--- src/rtl/apb_delay_pkg.sv ---
package apb_delay_pkg;

    localparam int ratio_frac_bits  = 10;
    localparam int ratio_unity      = 1024;  // 1.0 in the ratio's fixed-point format
    localparam int ratio_width      = 16;
    localparam int wait_width       = 24;
    localparam int sram_depth_words = 256;

    typedef struct packed {
        logic [31:0] paddr;
        logic        psel;
        logic        penable;
        logic [2:0]  pprot;
        logic        pwrite;
        logic [31:0] pwdata;
        logic [3:0]  pstrb;
    } apb_req_t;

    typedef struct packed {
        logic        pready;
        logic [31:0] prdata;
        logic        pslverr;
    } apb_rsp_t;

    typedef enum logic [1:0] {
        st_idle   = 2'd0,
        st_active = 2'd1,
        st_delay  = 2'd2
    } delay_state_t;

    typedef enum logic [1:0] {
        reg_enable    = 2'd0,
        reg_ratio     = 2'd1,
        reg_last_wait = 2'd2,
        reg_count     = 2'd3
    } cfg_addr_t;

endpackage

--- src/rtl/delay_config_regs.sv ---
`timescale 1ns/1ps

module delay_config_regs (
    input  logic                                  clock,
    input  logic                                  reset,
    input  logic                                  cfg_write,
    input  logic                                  cfg_read,
    input  apb_delay_pkg::cfg_addr_t              cfg_addr,
    input  logic [31:0]                           cfg_wdata,
    output logic [31:0]                           cfg_rdata,
    input  logic                                  target_done,
    input  logic                                  stretch_done,
    input  logic [apb_delay_pkg::wait_width-1:0]  measured_wait,
    output logic                                  stretch_enable,
    output logic [apb_delay_pkg::ratio_width-1:0] stretch_ratio
);
    import apb_delay_pkg::*;

    logic [wait_width-1:0]  last_wait;
    logic [31:0]            stretch_count;
    logic [ratio_width-1:0] ratio_wdata;
    logic [31:0]            read_mux;

    assign ratio_wdata = cfg_wdata[ratio_width-1:0];

    always_ff @(posedge clock) begin
        if (reset) begin
            stretch_enable <= 1'b0;
            stretch_ratio  <= ratio_width'(ratio_unity);
        end else if (cfg_write) begin
            if (cfg_addr == reg_enable) begin
                stretch_enable <= cfg_wdata[0];
            end
            if (cfg_addr == reg_ratio) begin
                // A ratio below one would shorten transfers
                if (ratio_wdata < ratio_width'(ratio_unity)) begin
                    stretch_ratio <= ratio_width'(ratio_unity);
                end else begin
                    stretch_ratio <= ratio_wdata;
                end
            end
        end
    end

    always_ff @(posedge clock) begin
        if (reset) begin
            last_wait     <= '0;
            stretch_count <= '0;
        end else begin
            if (target_done) begin
                last_wait <= measured_wait;
            end
            if (cfg_write && cfg_addr == reg_count) begin
                stretch_count <= '0;  // Clear wins over a coincident pulse
            end else if (stretch_done) begin
                stretch_count <= stretch_count + 32'd1;
            end
        end
    end

    always_comb begin
        case (cfg_addr)
            reg_enable:    read_mux = {31'd0, stretch_enable};
            reg_ratio:     read_mux = {{(32 - ratio_width){1'b0}}, stretch_ratio};
            reg_last_wait: read_mux = {{(32 - wait_width){1'b0}}, last_wait};
            default:       read_mux = stretch_count;
        endcase
    end

    always_ff @(posedge clock) begin
        if (reset) begin
            cfg_rdata <= '0;
        end else if (cfg_read) begin
            cfg_rdata <= read_mux;
        end
    end

endmodule

--- config.mk ---
export PLATFORM = sky130hd
export DESIGN_NAME = delay_config_regs
export DESIGN_NICKNAME = d
export VERILOG_FILES = /design/src/rtl/apb_delay_pkg.sv /design/src/rtl/delay_config_regs.sv
export SDC_FILE = /design/constraint.sdc
export NUM_CORES = 1
export LEC_CHECK = 0
export ABC_AREA = 1
export ABC_CLOCK_PERIOD_IN_PS = 1600
export BUFFER_PORTS_ARGS = -buffer_cell sky130_fd_sc_hd__buf_4
export CAP_MARGIN = 30
export CORE_MARGIN = 10
export CORE_UTILIZATION = 36
export DETAILED_ROUTE_END_ITERATION = 10
export RECOVER_POWER = 100
export SKIP_LAST_GASP = 1
export SLEW_MARGIN = 10
export SYNTH_ARGS = -nofsm -noshare
export SYNTH_HDL_FRONTEND = slang
export SYNTH_SLANG_ARGS = --single-unit
--- constraint.sdc ---
create_clock -name clock -period 1.6 [get_ports clock]
set_input_delay 0.4 -clock clock [delete_from_list [all_inputs] [get_ports clock]]
set_output_delay 0.4 -clock clock [all_outputs]
set_load 0.01 [all_outputs]
==> results.yml <==
status:
  status: "finished clean"
layout:
  final_net_count: 832
  areaGrowthSynthToFinish_pct: 19.3
  multi_input_area_mm2: 0.00235
  fill_cells: 1449
  final_area_mm2: 0.00582
  final_cells: 948
  drive_above_1_share: 0.161
  n_antenna_cell: 0
  seq_area_mm2: 0.00210
timing:
  period_share: 0.924
  fmax_mhz: 676
  min_period_ps: 1480
  worst_slew_margin_rel: 0.485
  finalHoldViolations: 0
  holdWs_ps: 275
  fin_setup_tns_ps: 0
  rsz0062_at_grt: "true"
  final-max-slew-violation-count: 0
  tightest_slew_ps: 772
  final-setup-viol-count: 0
  skew_ps: 6.96
logic_synthesis:
  yosys.area_share.simple: 0.314
  synth_top_area_cell: "dfxtp_1"
  synth_compound_area_frac: 0.159
  yosysWarningCount: 0
  ys_ff_latch: 105
  synth.avg_cell_area_um2: 7.23
  synth.area.top_cells: "dfxtp_1, nand2_1, nor2_1, o21ai_0, inv_1"
  syn-num-nets: 740
  synth_top_family_by_area: "simple AND/OR/NAND/NOR gates"
  synthesis.instances: 675
  netlist_area_mm2: 0.00488
  synth_xor_area_frac: 0.00897
  synthMuxAreaShare: 0
  synth_fa_ha_area_frac: 0.00256
  synth.top_cell.area_share: 0.431
  ys_seq_area_frac: 0.431
  ys_types: 40
setup_path:
  max_stage_delay_ps: 370
  crit_required_ps: 1830
  path_cells: "ha_1, nand3_1, nor2_1, nand2_2, nor2_1, xor2_1, nor2_1"
  critPathLaunchType: "register"
  worstPathMaxFanout: 5
  slowest_stage: "dfxtp_2"
  endpoint_kind: "register"
  cpMostUsedCell: "nor2_1"
  crit_type: "reg2reg"
  cp.arrival_ps: 1710
global_route:
  grt_max_degree: 43
  grt_pass1_vias: 4456
  grtUsageTotal: 0.147
  grt-ovfl-total: 0
  antenna_found_initial: 0
  grt_first_pass_wirelength_mm: 22.4
run:
  max_cap_violations: 0
pwr:
  power.density_mw_per_mm2: 932
  total_power_mw: 5.42
  ir_drop_mv: 0.478
  leakage_nw: 2.28
route:
  vias: 4607
  vias_per_cell: 4.86
  firstDrtPassIters: 4
  drtIter0Drc: 327
  wl_mm: 13.8
  drtAntennaViolNets: 0
  remaining_drc_errors: 0
  wl_per_cell_um: 14.6
floorplan:
  die-height_um: 136
  core_area_mm2: 0.0132
  start_util: 0.368
  pin_count: 113
  dieArea_mm2: 0.0186
  rows: 42
  die_x_um: 136
placement:
  place_area_mm2: 0.00576
  dp.cells: 931
  gp_congestion: 0.876
  port_buffers: 96
  post-dp-hpwl_mm: 10.7
cts:
  htreeDepth: 3
  cts_tree: "yes"
  path_clk_slew_ps: 70
  postCtsHoldBufs: 0
  cts_buffers: 9
  cts_sinks: 105
  clkLatencyLatePin_ps: 350
  cts_buffer_depth: 2
  clockRootBuffer: "clkbuf_16"
worst_hold_path:
  hp-class: "in2reg"
[layout make-up]
type | instances | share of cell area
well taps | 176 | 0.0378
clock inverters | 7 | 0.0103
repair buffers | 112 | 0.110
flip-flops and latches | 105 | 0.362
clock buffers | 9 | 0.0387
multi-input cells | 480 | 0.403
inverters | 59 | 0.0380
[path summary, 6_finish.rpt]
path                    startpoint                end  slack (ps)  cells past startpoint
setup / recovery  stretch_count[0]  stretch_count[18]         120                      7
hold / removal    measured_wait[8]       last_wait[8]         270                      3
setup reg to reg  stretch_count[0]  stretch_count[18]         120                      7
hold reg to reg      cfg_rdata[25]      cfg_rdata[25]         490                      2
[state kept, by name (all words and copies together) (netlist names)]
| register | flops |
|---|---|
| cfg_rdata | 32 |
| stretch_ratio | 16 |
| stretch_count | 32 |
| stretch_enable | 1 |
| last_wait | 24 |
[through the flow]
stage	worst slack (ps)	util
final	122	0.440
after global routing	-17.2	0.440
after CTS	62.2	0.456
after detailed placement	65.8	0.435
after global placement	88.0	0.435
after floorplan	249	-
[metal layers]
| layer | routed length [µm] | track usage | vias up |
|---|---|---|---|
| met5 | 0 | 0 | - |
| met4 | 141 | 0.0343 | 0 |
| met3 | 689 | 0.0351 | 11 |
| met2 | 6080 | 0.232 | 84 |
| met1 | 6920 | 0.197 | 2130 |
| li1 | - | - | 2382 |
[power by group]
group	internal, mW	total, mW	switching (mW)
combinational	0.204	0.520	0.317
clock	1.08	2.12	1.03
sequential	2.72	2.79	0.0645
[cell usage after synthesis]
master    number
buf_6          7
o21ai_0       65
a31o_2         3
buf_2          5
a21oi_1       22
o211ai_1       8
nand4_1        9
or2_0          1
dfxtp_1      105
o21ai_2        1
a211oi_1       2
a21oi_2        6
nor2_8         1
nand3_1       26
o21ai_1        5
nand3b_1       2
a41oi_1       15
nand2_1      137
nor2_4         7
nor4_1         1
a31o_1         2
nand2_2       10
buf_4          3
ha_1           1
inv_1         54
nor2_2         8
a31oi_1        1
inv_4          1
inv_2          3
nor3b_2        1
nand2_4        4
xnor2_1        1
and2_1         1
nor3_1         6
nor2_1       128
nor3b_1        1
nand3_2        1
clkinv_2       1
xor2_1         4
clkbuf_1      16
[critical path: cells and delay by family (launching register included)]
family	cells	cell delay [ps]
AND/OR/NAND/NOR	5	640
flip-flops	1	370
adder cells (fa/ha/maj)	1	200
XOR/XNOR	1	160
[layout by cell type, fill, tap and decap left out, types with 2 or more instances in the layout]
master / count
clkbuf_16: 9
xor2_1: 4
o211ai_1: 8
dfxtp_2: 2
inv_2: 3
a31o_1: 2
nand2_2: 10
o21ai_0: 67
a21oi_1: 24
nor3_1: 6
clkbuf_4: 3
a21oi_2: 4
o21ai_1: 3
dfxtp_1: 103
a211oi_1: 2
clkinv_4: 3
nand3b_1: 2
nand2_4: 4
nand3_1: 26
nand4_1: 9
a31o_2: 3
clkbuf_2: 5
inv_6: 2
a41oi_1: 15
inv_1: 56
nor3b_2: 2
nor2_2: 11
nor2_1: 128
buf_4: 54
nand2_1: 137
clkbuf_1: 50
nor2_4: 4
[kinds of logic (layout without fill, tap and decap cells)]
kind of cell / Yosys count / count (layout)
fa+ha+maj: 1 / 1
xor+xnor: 5 / 5
flops: 105 / 105
buf+inv: 90 / 187
simple gates: 344 / 344
compound gates: 130 / 130
[timing repair]
action | in CTS | in global routing
resized for setup | 0 | 5
endpoints found under the setup margin | 0 | 12
buffers inserted | 0 | 1
Power figures use the tool's default switching activity.
