`config.mk`:
```
export PLATFORM = sky130hd
export DESIGN_NAME = apb_delayer
export DESIGN_NICKNAME = d
export VERILOG_FILES = /design/src/rtl/apb_delay_pkg.sv /design/src/rtl/apb_delayer.sv
export SDC_FILE = /design/constraint.sdc
export NUM_CORES = 1
export LEC_CHECK = 0
export BUFFER_PORTS_ARGS = -buffer_cell sky130_fd_sc_hd__buf_2
export CAP_MARGIN = 20
export CORE_ASPECT_RATIO = 2
export CORE_UTILIZATION = 52
export CTS_CLUSTER_SIZE = 14
export DETAILED_ROUTE_END_ITERATION = 10
export GPL_ROUTABILITY_DRIVEN = 0
export GPL_TIMING_DRIVEN = 0
export HOLD_SLACK_MARGIN = 0.06
export PLACE_DENSITY = 0.88
export SETUP_SLACK_MARGIN = 0.02
export SLEW_MARGIN = 0
export SYNTH_ARGS = -nofsm -noshare
export SYNTH_HDL_FRONTEND = slang
export SYNTH_SLANG_ARGS = --single-unit
```
`constraint.sdc`:
```
create_clock -name clock -period 3.2 [get_ports clock]
set_input_delay 0 -clock clock [delete_from_list [all_inputs] [get_ports clock]]
set_output_delay 0 -clock clock [all_outputs]
set_load 0.1 [all_outputs]
```
`src/rtl/apb_delay_pkg.sv`:
```
package apb_delay_pkg;

    localparam int ratio_frac_bits  = 10;
    localparam int ratio_unity      = 1024;  // 1.0 in the ratio's fixed-point format
    localparam int ratio_width      = 16;
    localparam int wait_width       = 24;
    localparam int sram_depth_words = 256;

    typedef struct packed {
        logic [31:0] paddr;
        logic        psel;
        logic        penable;
        logic [2:0]  pprot;
        logic        pwrite;
        logic [31:0] pwdata;
        logic [3:0]  pstrb;
    } apb_req_t;

    typedef struct packed {
        logic        pready;
        logic [31:0] prdata;
        logic        pslverr;
    } apb_rsp_t;

    typedef enum logic [1:0] {
        st_idle   = 2'd0,
        st_active = 2'd1,
        st_delay  = 2'd2
    } delay_state_t;

    typedef enum logic [1:0] {
        reg_enable    = 2'd0,
        reg_ratio     = 2'd1,
        reg_last_wait = 2'd2,
        reg_count     = 2'd3
    } cfg_addr_t;

endpackage

```
`src/rtl/apb_delayer.sv`:
```
`timescale 1ns/1ps

module apb_delayer (
    input  logic                                  clock,
    input  logic                                  reset,
    input  apb_delay_pkg::apb_req_t               in_req,
    output apb_delay_pkg::apb_rsp_t               in_rsp,
    output apb_delay_pkg::apb_req_t               out_req,
    input  apb_delay_pkg::apb_rsp_t               out_rsp,
    input  logic                                  stretch_enable,
    input  logic [apb_delay_pkg::ratio_width-1:0] stretch_ratio,
    output logic                                  target_done,
    output logic [apb_delay_pkg::wait_width-1:0]  measured_wait,
    output logic                                  stretch_done
);
    import apb_delay_pkg::*;

    delay_state_t                       state;
    logic [wait_width-1:0]              wait_cnt;
    logic [wait_width+ratio_width-1:0]  product_acc;  // Running W x ratio
    logic [wait_width-1:0]              delay_cnt;
    logic [wait_width-1:0]              scaled_wait;
    logic [31:0]                        held_prdata;
    logic                               held_pslverr;
    logic                               setup_cycle;
    logic                               release_rsp;

    assign setup_cycle = in_req.psel && !in_req.penable;
    assign target_done = (state == st_active) && out_rsp.pready;
    assign release_rsp = (state == st_delay) && (delay_cnt == '0);

    // Drop the fractional bits to get floor(W x ratio / 1024)
    assign scaled_wait = product_acc[ratio_frac_bits +: wait_width];

    assign measured_wait = wait_cnt;
    assign stretch_done  = release_rsp;

    always_ff @(posedge clock) begin
        if (reset) begin
            state <= st_idle;
        end else begin
            case (state)
                st_idle: begin
                    if (setup_cycle) begin
                        state <= st_active;
                    end
                end
                st_active: begin
                    if (out_rsp.pready) begin
                        state <= stretch_enable ? st_delay : st_idle;
                    end
                end
                st_delay: begin
                    if (delay_cnt == '0) begin
                        state <= st_idle;
                    end
                end
                default: state <= st_idle;
            endcase
        end
    end

    always_ff @(posedge clock) begin
        if (reset) begin
            wait_cnt    <= '0;
            product_acc <= '0;
            delay_cnt   <= '0;
        end else begin
            if ((state == st_active) && !out_rsp.pready) begin
                wait_cnt    <= wait_cnt + 1'b1;
                product_acc <= product_acc + {{wait_width{1'b0}}, stretch_ratio};
            end else if (target_done) begin
                wait_cnt    <= '0;
                product_acc <= '0;
                delay_cnt   <= scaled_wait - wait_cnt;  // Extra cycles beyond the target's own
            end else if ((state == st_delay) && (delay_cnt != '0)) begin
                delay_cnt <= delay_cnt - 1'b1;
            end
        end
    end

    always_ff @(posedge clock) begin
        if (target_done) begin
            held_prdata  <= out_rsp.prdata;
            held_pslverr <= out_rsp.pslverr;
        end
    end

    // Keep the target from seeing a second access while the response is held
    always_comb begin
        out_req = in_req;
        if (state == st_delay) begin
            out_req.psel    = 1'b0;
            out_req.penable = 1'b0;
        end
    end

    always_comb begin
        if (stretch_enable) begin
            in_rsp.pready  = release_rsp;
            in_rsp.prdata  = release_rsp ? held_prdata : 32'd0;
            in_rsp.pslverr = release_rsp && held_pslverr;
        end else begin
            in_rsp = out_rsp;
        end
    end

endmodule

```
==> results.sh <==
export IMPL_path_clk_slew_ns=0.05
export IMPL_syn_to_final_growth_pct=30.83
export IMPL_synthFlopType="dfxtp_1"
export IMPL_grt_pass1_vias=7518
export IMPL_status="finished clean"
export IMPL_die_area_um2=15650
export IMPL_cp_startpoint="delay_cnt[5]$_SDFFE_PP0P_"
export IMPL_ir_drop_v=0.0004225
export IMPL_grt_usage_pct=30.32
export IMPL_routedLengthMet1_mm=8.268
export IMPL_crit_fanout=10
export IMPL_maxSlewHeadroom_pct=30.56
export IMPL_reg2reg_depth=10
export IMPL_r2r_end="delay_cnt[22]$_SDFFE_PP0P_"
export IMPL_syn_area_um2=7866
export IMPL_synth_cell_types=67
export IMPL_hold_violations=0
export IMPL_layout_common_cells="buf_2, buf_4, dfxtp_1"
export IMPL_max_freq_mhz=324.6
export IMPL_period_share_pct=96.26
export IMPL_slowest_delay_ns=0.61
export IMPL_syn_area_per_cell_um2=8.360
export IMPL_wl_per_cell_um=17.24
export IMPL_cts_max_level=4
export IMPL_die_height_um=175.9
export IMPL_fin_total_pwr_uw=4909
export IMPL_synth_seq_cells=117
export IMPL_grt_overflow=0
export IMPL_clk_latency_ns=0.42
export IMPL_grt_max_degree=44
export IMPL_met3WireLength_mm=1.587
export IMPL_final_setup_viol_count=0
export IMPL_leakage_uw=0.004455
export IMPL_clockBufferDepth=2
export IMPL_rsz0062_at_grt="true"
export IMPL_place_ws_ns=-0.08847
export IMPL_drive_gt1_share_pct=26.67
export IMPL_antenna_found_initial=4
export IMPL_drt_total_wl_mm=24.10
export IMPL_topRoutingLayerUsed="met5"
export IMPL_start_util_pct=53.08
export IMPL_syn_num_nets=1111
export IMPL_vias=7931
export IMPL_coreArea_um2=14820
export IMPL_pin_count=261
export IMPL_slew_viol_final=0
export IMPL_cts_tree="built"
export IMPL_finClkSkew_ns=0.009039
export IMPL_row_count=63
export IMPL_critPathSlowestCell="or4_1"
export IMPL_path_cells="or4_1, nor4_4, nand3_2, nor4_4, buf_4, buf_2, nand3_1, o21ai_2, buf_6"
export IMPL_cp_arrival_ns=3.08
export IMPL_cts_buffers=17
export IMPL_vias_per_cell=5.673
export IMPL_dp_hpwl_mm=17.46
export IMPL_drv_cap=0
export IMPL_crit_required_ns=3.20
export IMPL_synth_edf_count=33
export IMPL_hold_class="primary input to register"
export IMPL_synth_seq_area_share_pct=33.97
export IMPL_tightest_slew_ns=1.037
export IMPL_die_w_um=88.97
export IMPL_nFillCells=1138
export IMPL_cp_common_cell="nor4_4"
export IMPL_worst_hold_slack_ns=0.1165
export IMPL_netlist_instances=941
export IMPL_cp_end_kind="output port"
export IMPL_powerDensity_nw_per_um2=477.0
export IMPL_final_util_pct=69.44
export IMPL_met2_length_mm=13.11
export IMPL_cts_sinks=117
export IMPL_dr_pass1_iters=5
export IMPL_ant_nets=0
export IMPL_min_period_ns=3.080
export IMPL_setup_ws_ns=0.1197
export IMPL_synthArstFlopShare_pct=0
export IMPL_drtIter0Drc=393
export IMPL_root_buffer="clkbuf_16"
export IMPL_final_nets=1357
export IMPL_start_kind="register"
export IMPL_yosys_warnings=0
export IMPL_critPathKind="register to output port"
export IMPL_io_buffers=186
export IMPL_r2r_start="measured_wait[0]$_SDFFE_PP0P_"
export IMPL_drc=0
export IMPL_final_common_cell="buf_2"
export IMPL_grt_pass1_wl_mm=36.05
export IMPL_critPathCapture="in_rsp[23]"
export IMPL_r2r_slack_ns=0.27
routing by layer:
| layer | up-vias | global-route usage [%] |
|---|---|---|
| li1 | 3783 | - |
| met1 | 3670 | 28.70 |
| met2 | 392 | 57.56 |
| met3 | 84 | 6.358 |
| met4 | 2 | 17.33 |
| met5 | - | 0 |
how the worst min path moves through the flow:
stage / slack, ns / depth (start not counted) / to / start
floorplan: 0.1 / 0 / held_prdata[0]$_DFFE_PP_ / out_rsp[1]
global placement: 0.19 / 1 / held_prdata[23]$_DFFE_PP_ / out_rsp[24]
detailed placement: 0.19 / 1 / held_prdata[10]$_DFFE_PP_ / out_rsp[11]
CTS: 0.11 / 4 / product_acc[1]$_SDFFE_PP0P_ / stretch_ratio[1]
global route: 0.14 / 4 / product_acc[1]$_SDFFE_PP0P_ / stretch_ratio[1]
finish: 0.12 / 4 / product_acc[1]$_SDFFE_PP0P_ / stretch_ratio[1]
layout make-up:
type                       instances  area [um2]  area share [%]
multi-input combinational        649        4309           41.87
sequential                       117        2675           25.99
timing repair buffer             227        1483           14.41
buffer                           107       680.7           6.614
clock buffer                      24       493.0           4.790
inverter                          68       255.2           2.480
tap                              195       244.0           2.371
clock inverter                     8       143.9           1.398
antenna                            3       7.507         0.07295
critical path, delay by kind of cell, from the launching register on:
family / cells / cell delay [ns]
AND/OR/NAND/NOR: 5 / 1.43
buffers and inverters: 3 / 0.70
AO/OA/AOI/OAI: 1 / 0.15
flip-flops: 1 / 0.36
synth_stat cells, types with 20 or more instances:
cell type / number / area share (%)
buf_4: 72 / 6.9
ha_1: 41 / 6.5
o21ai_0: 20 / 1.3
nand3_1: 61 / 3.9
nand2_1: 40 / 1.9
nor2_1: 76 / 3.6
a211oi_1: 23 / 2.2
xnor2_1: 51 / 5.7
a21oi_1: 66 / 4.2
clkbuf_1: 28 / 1.3
edfxtp_1: 33 / 13
inv_1: 64 / 3.1
xor2_1: 30 / 3.3
o21ai_1: 42 / 2.7
dfxtp_1: 84 / 21
flip-flops by register name, summed over array words and instances, names as in the netlist:
register	flops
delay_cnt	24
held_prdata	32
held_pslverr	1
measured_wait	24
product_acc	34
state	2
through the flow:
| stage | setup TNS (ns) | cell area (um2) | instances |
|---|---|---|---|
| 6_report | 0 | 10290 | 1398 |
| 5_1_grt | -0.01386 | 10290 | 1398 |
| 4_1_cts | 0 | 10170 | 1394 |
| 3_5_place_dp | -0.08847 | 9079 | 1322 |
| 3_3_place_gp | -0.05918 | 9079 | 1322 |
| 2_1_floorplan | 0 | 7904 | 941 |
power by group:
part	total, uW	internal (uW)	switching (uW)
clock	2060	1390	673
combinational	1260	351	906
sequential	1590	1560	31.3
cell families after synthesis:
family	Yosys count	synth area share, %
buffers and inverters	175	11.83
flip-flops	117	33.97
adder cells (fa/ha/maj)	43	7.030
XOR/XNOR	81	9.019
AO/OA/AOI/OAI	234	18.67
AND/OR/NAND/NOR	291	19.47
timing repair:
| action | 4_1_cts | 5_1_grt |
|---|---|---|
| hold buffers | 37 | 0 |
| resized for setup | 21 | 47 |
| endpoints found under the setup margin | 33 | 32 |
| buffers inserted | 3 | 0 |
| endpoints found under the hold margin | 36 | 0 |
| pin swaps | 2 | 1 |
No activity file was read; power rests on OpenSTA's default activity.
